<file path="src/verilog/riscv_v_settings.svh">
//////////////////////////////////////////////////
// RISC-V vector bitwise lane settings
// Datapath geometry shared by package, RTL and bench
//////////////////////////////////////////////////

`ifndef RISCV_V_SETTINGS_SVH
`define RISCV_V_SETTINGS_SVH

// Bytes per datapath word
`define RISCV_V_NUM_BYTES_DATA 8

// Bits per byte
`define RISCV_V_BYTE_WIDTH 8

// Element sizes 8/16/32/64, log2 of byte count plus one
`define RISCV_V_NUM_OSIZE 4

`endif

</file>
<file path="src/verilog/riscv_v_pkg.sv">
//////////////////////////////////////////////////
// RISC-V vector bitwise lane types
// Data words, valid masks, size vectors, enums
//////////////////////////////////////////////////

package riscv_v_pkg;

`include "riscv_v_settings.svh"

    // One data byte
    typedef logic [`RISCV_V_BYTE_WIDTH-1:0] riscv_v_byte_t;

    // Operand or result word, byte addressable
    typedef riscv_v_byte_t [`RISCV_V_NUM_BYTES_DATA-1:0] riscv_v_src_byte_vector_t;

    // One valid bit per byte
    typedef logic [`RISCV_V_NUM_BYTES_DATA-1:0] riscv_v_valid_t;

    // Element size code: 0 byte, 1 half, 2 word, 3 double
    typedef logic [$clog2(`RISCV_V_NUM_OSIZE)-1:0] riscv_v_osize_t;

    // Thermometer vectors that steer the reduction trees
    typedef logic [`RISCV_V_NUM_OSIZE-1:0] osize_vector_t;

    // Bitwise operator
    typedef enum logic [1:0] {
        BW_AND,
        BW_OR,
        BW_XOR
    } riscv_v_bw_op_e;

    // Controller handshake states
    typedef enum logic [1:0] {
        ST_IDLE,
        ST_CALC,
        ST_ACK
    } riscv_v_bw_state_e;

endpackage : riscv_v_pkg

</file>
<file path="src/verilog/riscv_v_osize_decode.sv">
//////////////////////////////////////////////////
// Element size decoder
// Expands the size code into thermometer vectors
//////////////////////////////////////////////////

`timescale 1ns/1ps
`include "riscv_v_settings.svh"

module riscv_v_osize_decode (
    input  riscv_v_pkg::riscv_v_osize_t osize,
    output riscv_v_pkg::osize_vector_t  osize_vector,
    output riscv_v_pkg::osize_vector_t  is_greater_osize_vector
);

    // Bit k of osize_vector: element wider than 2^k bytes
    // Bit k of is_greater_osize_vector: element at least 2^k bytes
    // e.g. word gives 0011 and 0111
    always_comb begin
        for (int k = 0; k < `RISCV_V_NUM_OSIZE; k++) begin
            osize_vector[k]            = (int'(osize) > k);
            is_greater_osize_vector[k] = (int'(osize) >= k);
        end
    end

endmodule : riscv_v_osize_decode

</file>
<file path="src/verilog/riscv_v_bw_and.sv">
//////////////////////////////////////////////////
// Byte-wise AND block
// Element-wise AND and vredand through a byte tree
//////////////////////////////////////////////////

`timescale 1ns/1ps
`include "riscv_v_settings.svh"

module riscv_v_bw_and (
    input  logic                                  is_and,
    input  logic                                  is_reduct,
    input  logic                                  is_reduct_n,
    input  riscv_v_pkg::osize_vector_t            osize_vector,
    input  riscv_v_pkg::osize_vector_t            is_greater_osize_vector,
    input  riscv_v_pkg::riscv_v_src_byte_vector_t srca,
    input  riscv_v_pkg::riscv_v_src_byte_vector_t srcb,
    input  riscv_v_pkg::riscv_v_valid_t           srcb_valid,
    output riscv_v_pkg::riscv_v_src_byte_vector_t result
);
    import riscv_v_pkg::*;

    localparam int NUM_BW_BLOCKS = `RISCV_V_NUM_BYTES_DATA;
    localparam int NUM_LEVELS    = $clog2(`RISCV_V_NUM_BYTES_DATA);

    // AND identity, all ones, but forced low while idle
    riscv_v_byte_t ident;

    assign ident = {`RISCV_V_BYTE_WIDTH{is_and}};

    for (genvar b = 0; b < NUM_BW_BLOCKS; b++) begin : gen_bw_and
        riscv_v_byte_t                  srca_gated;
        riscv_v_byte_t                  srcb_gated;
        riscv_v_byte_t                  srca_bw;
        riscv_v_byte_t                  srcb_bw;
        riscv_v_byte_t                  res;
        logic                           srca_sel;
        riscv_v_byte_t [NUM_LEVELS-1:0] tap;

        // Sources gated by the operation select
        assign srca_gated = srca[b] & ident;
        assign srcb_gated = srcb[b] & ident;

        // srca enters only the bytes of element 0 in a reduction
        assign srca_sel = is_reduct_n | is_greater_osize_vector[$clog2(b + 1)];

        // Tree inputs from the byte 2^r above
        // Only levels at or above the element size, on aligned nodes
        for (genvar r = 0; r < NUM_LEVELS; r++) begin : gen_tap
            if (b + 2**r < NUM_BW_BLOCKS) begin : gen_link
                logic tap_en;

                assign tap_en = is_reduct & ~osize_vector[r]
                              & is_greater_osize_vector[$clog2(b % 2**(r + 1) + 1)];
                assign tap[r] = tap_en ? gen_bw_and[b + 2**r].res : ident;
            end else begin : gen_leaf
                assign tap[r] = ident;
            end
        end

        // Fold srca slot and tree inputs
        always_comb begin
            srca_bw = srca_sel ? srca_gated : ident;
            for (int r = 0; r < NUM_LEVELS; r++) begin
                srca_bw &= tap[r];
            end
        end

        // Invalid srcb bytes become all ones, no effect on the fold
        assign srcb_bw = srcb_valid[b] ? srcb_gated : ident;

        assign res       = srca_bw & srcb_bw;
        assign result[b] = res;
    end

endmodule : riscv_v_bw_and

</file>
<file path="src/verilog/riscv_v_bw_or.sv">
//////////////////////////////////////////////////
// Byte-wise OR block
// Element-wise OR and vredor through a byte tree
//////////////////////////////////////////////////

`timescale 1ns/1ps
`include "riscv_v_settings.svh"

module riscv_v_bw_or (
    input  logic                                  is_or,
    input  logic                                  is_reduct,
    input  logic                                  is_reduct_n,
    input  riscv_v_pkg::osize_vector_t            osize_vector,
    input  riscv_v_pkg::osize_vector_t            is_greater_osize_vector,
    input  riscv_v_pkg::riscv_v_src_byte_vector_t srca,
    input  riscv_v_pkg::riscv_v_src_byte_vector_t srcb,
    input  riscv_v_pkg::riscv_v_valid_t           srcb_valid,
    output riscv_v_pkg::riscv_v_src_byte_vector_t result
);
    import riscv_v_pkg::*;

    localparam int NUM_BW_BLOCKS = `RISCV_V_NUM_BYTES_DATA;
    localparam int NUM_LEVELS    = $clog2(`RISCV_V_NUM_BYTES_DATA);

    for (genvar b = 0; b < NUM_BW_BLOCKS; b++) begin : gen_bw_or
        riscv_v_byte_t                  srca_gated;
        riscv_v_byte_t                  srcb_gated;
        riscv_v_byte_t                  srca_bw;
        riscv_v_byte_t                  srcb_bw;
        riscv_v_byte_t                  res;
        logic                           srca_sel;
        riscv_v_byte_t [NUM_LEVELS-1:0] tap;

        // Idle block sees all zeros
        assign srca_gated = srca[b] & {`RISCV_V_BYTE_WIDTH{is_or}};
        assign srcb_gated = srcb[b] & {`RISCV_V_BYTE_WIDTH{is_or}};

        // srca slot kept only for element 0 bytes when reducing
        assign srca_sel = is_reduct_n | is_greater_osize_vector[$clog2(b + 1)];

        // Upper byte results feeding this node
        for (genvar r = 0; r < NUM_LEVELS; r++) begin : gen_tap
            if (b + 2**r < NUM_BW_BLOCKS) begin : gen_link
                logic tap_en;

                assign tap_en = is_reduct & ~osize_vector[r]
                              & is_greater_osize_vector[$clog2(b % 2**(r + 1) + 1)];
                assign tap[r] = gen_bw_or[b + 2**r].res
                              & {`RISCV_V_BYTE_WIDTH{tap_en}};
            end else begin : gen_leaf
                // Top of the chain, nothing above
                assign tap[r] = '0;
            end
        end

        always_comb begin
            srca_bw = srca_gated & {`RISCV_V_BYTE_WIDTH{srca_sel}};
            for (int r = 0; r < NUM_LEVELS; r++) begin
                srca_bw |= tap[r];
            end
        end

        // Zero is the OR identity for invalid bytes
        assign srcb_bw = srcb_gated & {`RISCV_V_BYTE_WIDTH{srcb_valid[b]}};

        assign res       = srca_bw | srcb_bw;
        assign result[b] = res;
    end

endmodule : riscv_v_bw_or

</file>
<file path="src/verilog/riscv_v_bw_xor.sv">
//////////////////////////////////////////////////
// Byte-wise XOR block
// Element-wise XOR and vredxor through a byte tree
//////////////////////////////////////////////////

`timescale 1ns/1ps
`include "riscv_v_settings.svh"

module riscv_v_bw_xor (
    input  logic                                  is_xor,
    input  logic                                  is_reduct,
    input  logic                                  is_reduct_n,
    input  riscv_v_pkg::osize_vector_t            osize_vector,
    input  riscv_v_pkg::osize_vector_t            is_greater_osize_vector,
    input  riscv_v_pkg::riscv_v_src_byte_vector_t srca,
    input  riscv_v_pkg::riscv_v_src_byte_vector_t srcb,
    input  riscv_v_pkg::riscv_v_valid_t           srcb_valid,
    output riscv_v_pkg::riscv_v_src_byte_vector_t result
);
    import riscv_v_pkg::*;

    localparam int NUM_BW_BLOCKS = `RISCV_V_NUM_BYTES_DATA;
    localparam int NUM_LEVELS    = $clog2(`RISCV_V_NUM_BYTES_DATA);

    for (genvar b = 0; b < NUM_BW_BLOCKS; b++) begin : gen_bw_xor
        riscv_v_byte_t                  srca_gated;
        riscv_v_byte_t                  srcb_gated;
        riscv_v_byte_t                  srca_bw;
        riscv_v_byte_t                  srcb_bw;
        riscv_v_byte_t                  res;
        logic                           srca_sel;
        riscv_v_byte_t [NUM_LEVELS-1:0] tap;

        // Operation gating on both sources
        assign srca_gated = srca[b] & {`RISCV_V_BYTE_WIDTH{is_xor}};
        assign srcb_gated = srcb[b] & {`RISCV_V_BYTE_WIDTH{is_xor}};

        // Scalar from srca only lands in element 0
        assign srca_sel = is_reduct_n | is_greater_osize_vector[$clog2(b + 1)];

        // Binomial tree links, one per level
        for (genvar r = 0; r < NUM_LEVELS; r++) begin : gen_tap
            if (b + 2**r < NUM_BW_BLOCKS) begin : gen_link
                logic tap_en;

                assign tap_en = is_reduct & ~osize_vector[r]
                              & is_greater_osize_vector[$clog2(b % 2**(r + 1) + 1)];
                assign tap[r] = gen_bw_xor[b + 2**r].res
                              & {`RISCV_V_BYTE_WIDTH{tap_en}};
            end else begin : gen_leaf
                assign tap[r] = '0;
            end
        end

        always_comb begin
            srca_bw = srca_gated & {`RISCV_V_BYTE_WIDTH{srca_sel}};
            for (int r = 0; r < NUM_LEVELS; r++) begin
                srca_bw ^= tap[r];
            end
        end

        // Invalid bytes zeroed, XOR with zero is a no-op
        assign srcb_bw = srcb_gated & {`RISCV_V_BYTE_WIDTH{srcb_valid[b]}};

        assign res       = srca_bw ^ srcb_bw;
        assign result[b] = res;
    end

endmodule : riscv_v_bw_xor

</file>
<file path="src/verilog/riscv_v_bw_ctrl.sv">
//////////////////////////////////////////////////
// Bitwise lane controller
// Four-phase req/ack FSM, operand capture, result
// select and reduction masking
//////////////////////////////////////////////////

`timescale 1ns/1ps
`include "riscv_v_settings.svh"

module riscv_v_bw_ctrl (
    input  logic                                  clk,
    input  logic                                  rst_n,
    input  logic                                  req,
    output logic                                  ack,
    input  riscv_v_pkg::riscv_v_bw_op_e           op,
    input  riscv_v_pkg::riscv_v_osize_t           osize,
    input  logic                                  is_reduct,
    input  riscv_v_pkg::riscv_v_src_byte_vector_t srca,
    input  riscv_v_pkg::riscv_v_src_byte_vector_t srcb,
    input  riscv_v_pkg::riscv_v_valid_t           srca_valid,
    input  riscv_v_pkg::riscv_v_valid_t           srcb_valid,
    output riscv_v_pkg::riscv_v_osize_t           r_osize,
    input  riscv_v_pkg::osize_vector_t            osize_vector,
    output logic                                  is_and,
    output logic                                  is_or,
    output logic                                  is_xor,
    output logic                                  r_is_reduct,
    output logic                                  r_is_reduct_n,
    output riscv_v_pkg::riscv_v_src_byte_vector_t r_srca,
    output riscv_v_pkg::riscv_v_src_byte_vector_t r_srcb,
    output riscv_v_pkg::riscv_v_valid_t           r_srcb_valid,
    input  riscv_v_pkg::riscv_v_src_byte_vector_t and_result,
    input  riscv_v_pkg::riscv_v_src_byte_vector_t or_result,
    input  riscv_v_pkg::riscv_v_src_byte_vector_t xor_result,
    output riscv_v_pkg::riscv_v_src_byte_vector_t result,
    output riscv_v_pkg::riscv_v_valid_t           result_valid
);
    import riscv_v_pkg::*;

    riscv_v_bw_state_e        state;
    riscv_v_bw_op_e           r_op;
    riscv_v_valid_t           r_srca_valid;
    // Bytes of element 0 for the current size
    riscv_v_valid_t           low_valid;
    riscv_v_src_byte_vector_t sel_result;
    riscv_v_src_byte_vector_t result_mask;

    // IDLE -> CALC on req, CALC -> ACK, ACK -> IDLE once req drops
    always_ff @(posedge clk) begin
        if (!rst_n) begin
            state <= ST_IDLE;
        end else begin
            case (state)
                ST_IDLE: if (req) state <= ST_CALC;
                ST_CALC: state <= ST_ACK;
                ST_ACK:  if (!req) state <= ST_IDLE;
                default: state <= ST_IDLE;
            endcase
        end
    end

    assign ack = (state == ST_ACK);

    // Operand capture on the IDLE -> CALC edge
    always_ff @(posedge clk) begin
        if (state == ST_IDLE && req) begin
            r_op         <= op;
            r_osize      <= osize;
            r_is_reduct  <= is_reduct;
            r_srca       <= srca;
            r_srcb       <= srcb;
            r_srca_valid <= srca_valid;
            r_srcb_valid <= srcb_valid;
        end
    end

    // One-hot selects, live in CALC only so the blocks rest otherwise
    assign is_and        = (state == ST_CALC) && (r_op == BW_AND);
    assign is_or         = (state == ST_CALC) && (r_op == BW_OR);
    assign is_xor        = (state == ST_CALC) && (r_op == BW_XOR);
    assign r_is_reduct_n = ~r_is_reduct;

    // Byte b is in element 0 when the element is wider than its top bit
    assign low_valid[0] = 1'b1;
    for (genvar b = 1; b < `RISCV_V_NUM_BYTES_DATA; b++) begin : gen_low_valid
        assign low_valid[b] = osize_vector[$clog2(b + 1) - 1];
    end

    always_comb begin
        case (r_op)
            BW_AND:  sel_result = and_result;
            BW_OR:   sel_result = or_result;
            BW_XOR:  sel_result = xor_result;
            default: sel_result = '0;
        endcase
        // Reduction keeps element 0 only
        for (int i = 0; i < `RISCV_V_NUM_BYTES_DATA; i++) begin
            result_mask[i] = r_is_reduct ? {`RISCV_V_BYTE_WIDTH{low_valid[i]}} : '1;
        end
    end

    // Result held from CALC until the next operation
    always_ff @(posedge clk) begin
        if (state == ST_CALC) begin
            result       <= sel_result & result_mask;
            result_valid <= r_is_reduct ? low_valid : r_srca_valid;
        end
    end

endmodule : riscv_v_bw_ctrl

</file>
<file path="src/verilog/riscv_v_bw_unit.sv">
//////////////////////////////////////////////////
// Bitwise slice of a RISC-V vector ALU lane
// Controller, size decoder and AND/OR/XOR blocks
//////////////////////////////////////////////////

`timescale 1ns/1ps

module riscv_v_bw_unit (
    input  logic                                  clk,
    input  logic                                  rst_n,
    input  logic                                  req,
    input  riscv_v_pkg::riscv_v_bw_op_e           op,
    input  logic                                  is_reduct,
    input  riscv_v_pkg::riscv_v_osize_t           osize,
    input  riscv_v_pkg::riscv_v_src_byte_vector_t srca,
    input  riscv_v_pkg::riscv_v_valid_t           srca_valid,
    input  riscv_v_pkg::riscv_v_src_byte_vector_t srcb,
    input  riscv_v_pkg::riscv_v_valid_t           srcb_valid,
    output logic                                  ack,
    output riscv_v_pkg::riscv_v_src_byte_vector_t result,
    output riscv_v_pkg::riscv_v_valid_t           result_valid
);
    import riscv_v_pkg::*;

    // Registered operands and selects from the controller
    riscv_v_osize_t           r_osize;
    logic                     is_and;
    logic                     is_or;
    logic                     is_xor;
    logic                     r_is_reduct;
    logic                     r_is_reduct_n;
    riscv_v_src_byte_vector_t r_srca;
    riscv_v_src_byte_vector_t r_srcb;
    riscv_v_valid_t           r_srcb_valid;
    // Size steering vectors
    osize_vector_t            osize_vector;
    osize_vector_t            is_greater_osize_vector;
    // Operator block outputs
    riscv_v_src_byte_vector_t and_result;
    riscv_v_src_byte_vector_t or_result;
    riscv_v_src_byte_vector_t xor_result;

    riscv_v_bw_ctrl u_ctrl (
        .clk           (clk),
        .rst_n         (rst_n),
        .req           (req),
        .ack           (ack),
        .op            (op),
        .osize         (osize),
        .is_reduct     (is_reduct),
        .srca          (srca),
        .srcb          (srcb),
        .srca_valid    (srca_valid),
        .srcb_valid    (srcb_valid),
        .r_osize       (r_osize),
        .osize_vector  (osize_vector),
        .is_and        (is_and),
        .is_or         (is_or),
        .is_xor        (is_xor),
        .r_is_reduct   (r_is_reduct),
        .r_is_reduct_n (r_is_reduct_n),
        .r_srca        (r_srca),
        .r_srcb        (r_srcb),
        .r_srcb_valid  (r_srcb_valid),
        .and_result    (and_result),
        .or_result     (or_result),
        .xor_result    (xor_result),
        .result        (result),
        .result_valid  (result_valid)
    );

    riscv_v_osize_decode u_osize_decode (
        .osize                   (r_osize),
        .osize_vector            (osize_vector),
        .is_greater_osize_vector (is_greater_osize_vector)
    );

    riscv_v_bw_and u_bw_and (
        .is_and                  (is_and),
        .is_reduct               (r_is_reduct),
        .is_reduct_n             (r_is_reduct_n),
        .osize_vector            (osize_vector),
        .is_greater_osize_vector (is_greater_osize_vector),
        .srca                    (r_srca),
        .srcb                    (r_srcb),
        .srcb_valid              (r_srcb_valid),
        .result                  (and_result)
    );

    riscv_v_bw_or u_bw_or (
        .is_or                   (is_or),
        .is_reduct               (r_is_reduct),
        .is_reduct_n             (r_is_reduct_n),
        .osize_vector            (osize_vector),
        .is_greater_osize_vector (is_greater_osize_vector),
        .srca                    (r_srca),
        .srcb                    (r_srcb),
        .srcb_valid              (r_srcb_valid),
        .result                  (or_result)
    );

    riscv_v_bw_xor u_bw_xor (
        .is_xor                  (is_xor),
        .is_reduct               (r_is_reduct),
        .is_reduct_n             (r_is_reduct_n),
        .osize_vector            (osize_vector),
        .is_greater_osize_vector (is_greater_osize_vector),
        .srca                    (r_srca),
        .srcb                    (r_srcb),
        .srcb_valid              (r_srcb_valid),
        .result                  (xor_result)
    );

endmodule : riscv_v_bw_unit

</file>
<file path="config.mk">
export PLATFORM = sky130hd
export DESIGN_NAME = riscv_v_bw_unit
export DESIGN_NICKNAME = d
export VERILOG_FILES = /design/src/verilog/riscv_v_pkg.sv /design/src/verilog/riscv_v_osize_decode.sv /design/src/verilog/riscv_v_bw_and.sv /design/src/verilog/riscv_v_bw_or.sv /design/src/verilog/riscv_v_bw_xor.sv /design/src/verilog/riscv_v_bw_ctrl.sv /design/src/verilog/riscv_v_bw_unit.sv
export VERILOG_INCLUDE_DIRS = /design/src /design/src/verilog
export SDC_FILE = /design/constraint.sdc
export NUM_CORES = 1
export LEC_CHECK = 0
export ABC_AREA = 1
export BUFFER_PORTS_ARGS = -buffer_cell sky130_fd_sc_hd__buf_2
export CAP_MARGIN = 10
export CORE_MARGIN = 2
export CORE_UTILIZATION = 30
export DETAILED_ROUTE_END_ITERATION = 10
export GPL_TIMING_DRIVEN = 0
export HOLD_SLACK_MARGIN = 0.08
export PLACE_DENSITY = 0.53
export SLEW_MARGIN = 10
export SYNTH_ARGS = -nofsm -noshare
export SYNTH_HDL_FRONTEND = slang
export SYNTH_SLANG_ARGS = --single-unit
</file>
<file path="constraint.sdc">
create_clock -name clk -period 15.35 [get_ports clk]
set_input_delay 3.07 -clock clk [delete_from_list [all_inputs] [get_ports clk]]
set_output_delay 3.07 -clock clk [all_outputs]
set_load 0.02 [all_outputs]
</file>
==> impl_metrics.tcl <==
set metrics [dict create \
    synth_edf_count 221 \
    arrival_ps 5470 \
    ys_types 54 \
    period_minus_slack_ps 5210 \
    gp_congestion 0.944 \
    synthArstFlopShare_pct 0 \
    ant_nets 0 \
    synth_top_area_share_pct 48.7 \
    leakagePower_nw 7.36 \
    cp_max_fo 12 \
    drt-initial-drc-count 1679 \
    drive_gt1_share_pct 18.0 \
    wl_mm 63.6 \
    synth-seq-area-share_pct 49.0 \
    min_path_type "flop to flop" \
    root_buffer "clkbuf_16" \
    pwr-share-comb_pct 17.8 \
    fp-row-count 78 \
    dp_hpwl_mm 50.3 \
    design_area_um2 16400 \
    cts_resized 0 \
    initial_core_util_pct 30.2 \
    fmaxAchievable_mhz 192 \
    r2r_cells 15 \
    grt_max_degree 27 \
    intPower_mw 1.11 \
    ys_ff_latch 223 \
    critPathCaptureType "flop" \
    max_cap_violations 0 \
    synthTopCellsByArea "edfxtp_1 (49%), nand2_1 (16%), nand3_1 (5.4%), nor2_1 (4.6%), inv_1 (4.5%)" \
    drcViolationCount 0 \
    slew_viol_final 0 \
    yosysMostFrequentCell "nand2_1" \
    htree_levels 1 \
    yosys.area.top_type "edfxtp_1" \
    syn_area_per_cell_um2 7.84 \
    antenna_found_initial 0 \
    max_slew_margin_pct 3.37 \
    clock_path_buffers 3 \
    ios 225 \
    grt_pass1_wl_mm 90.0 \
    finalHoldViolCount 0 \
    min_path_cells 1 \
    overflow 0 \
    synth_cells 1737 \
    clock_latency_ps 560 \
    post_cts_buffers 0 \
    ys.flop_type "edfxtp_1" \
    clk_pin_slew_worst_paths_ps 60 \
    power.total_mw 1.58 \
    finalSetupViolCount 0 \
    tightest_slew_ps 1430 \
    multiInputGateArea_um2 5910 \
    fin_crit_sh_pct 33.9 \
    fillers 4812 \
    clockPowerShare_pct 35.3 \
    ys_warn_count 0 \
    skew_ps 22.0 \
    dp_slack_ps 9520 \
    synth_commonest_cells "nand2_1 (583), edfxtp_1 (221), nor2_1 (167)" \
    antenna_cells 0 \
    area_growth_pct 20.5 \
    swShare_pct 29.6 \
    power_density_nw_per_um2 96.1 \
    worst_ep_required_time_ps 15610 \
    setup_slack_ps 10140 \
    post_drt_wl_per_cell_um 24.3 \
    cp-start-kind "primary input" \
    power_frac_seq_pct 46.8 \
    via_count 13700 \
    dr.pass1.iters 5 \
    p_switching_uw 467 \
    die_w_um 217 \
    placed_cell_area_um2 15700 \
    setup_tns_ps 0 \
    track_usage_pct 26.6 \
    cts_sinks 223 \
    rsz0062_at_grt "no" \
    coreArea_um2 45100 \
    grt_pass1_vias 12800 \
    regArea_um2 6680 \
    cts_hold_buf 0 \
    nNetsFinal 2156 \
    tritoncts "yes" \
    hold_ws_ps 529 \
    path_class "primary input to flop" \
    syn_nets 1889 \
    status "complete, no violations" \
    vdd_drop_max_mv 0.0737 \
    die_height_um 217 \
    via_per_inst 5.22 \
    synth_area_um2 13600 \
    cts_buffers 24 \
    die_area_um2 47100 \
    portBuffers 224 \
]
==> path summary, 6_finish.rpt <==
path | slack [ps] | end | startpoint
max | 10140 | u_ctrl.r_srca[44]$_DFFE_PP_ | req
min | 530 | u_ctrl.state[0]$_SDFFE_PN0P_ | u_ctrl.state[0]$_SDFFE_PN0P_
max reg2reg | 11270 | u_ctrl.result[5]$_DFFE_PN_ | u_ctrl.state[1]$_SDFFE_PN0P_
min reg2reg | 530 | u_ctrl.state[0]$_SDFFE_PN0P_ | u_ctrl.state[0]$_SDFFE_PN0P_
==> critical path: stages <==
cell and delay, ps:
buf_2 90, inv_1 50, nor3_2 610, buf_4 320, buf_4 220, buf_6 180
buf_4 220, buf_4 220, buf_4 220, buf_4 230
==> cells in the final DEF (no fill, tap or decap), drive strengths merged, types with 10 or more instances in the layout <==
cell	count
nand2	591
buf	297
edfxtp	221
nor2	174
inv	169
nand3	149
a21oi	87
o21ai	69
nand4	49
clkbuf	49
o22ai	21
a31oi	19
clkinv	14
o211ai	10
o2111ai	10
==> power groups by stage <==
stage,sequential [mW],clock [mW],combinational [mW]
2_1_floorplan,0.760,0,0.142
3_3_place_gp,0.767,0,0.267
3_5_place_dp,0.751,0,0.275
4_1_cts,0.738,0.574,0.277
5_1_grt,0.741,0.596,0.301
6_report,0.739,0.558,0.282
==> registers in the layout, indices dropped and copies added (netlist names) <==
name,flops
u_ctrl.r_is_reduct,1
u_ctrl.r_op,2
u_ctrl.r_osize,2
u_ctrl.r_srca,64
u_ctrl.r_srca_valid,8
u_ctrl.r_srcb,64
u_ctrl.r_srcb_valid,8
u_ctrl.result,64
u_ctrl.result_valid,8
u_ctrl.state,2
==> per-layer routing <==
layer	track usage (%)	vias up	part of all wire, %
met5	0	-	0
met4	10.6	0	4.2
met3	4.29	100	8.2
li1	-	6425	-
met1	38.8	6425	46
met2	39.3	718	42
==> layout make-up <==
cell class | count | share of cell area, %
multi-input combinational | 1266 | 36.0
clock inverter | 16 | 0.838
clock buffer | 26 | 3.70
timing repair buffer | 241 | 7.90
tap | 600 | 4.57
inverter | 169 | 3.86
sequential | 223 | 40.7
buffer | 79 | 2.48
==> kinds of logic after synthesis <==
family,Yosys count,synth area share [%]
DFF,223,49.0
xor gates and xnor gates,16,1.08
and+or+nand+nor,985,30.3
AOI/OAI and AO/OA,265,11.9
buffers and inverters,248,7.65
==> through the flow <==
step | util (%) | std cells
floorplan | - | 1737
global placement | 34.4 | 2561
detailed placement | 34.8 | 2578
CTS | 36.4 | 2620
global route | 36.4 | 2620
finish | 36.4 | 2620
Power figures use the tool's default switching activity.
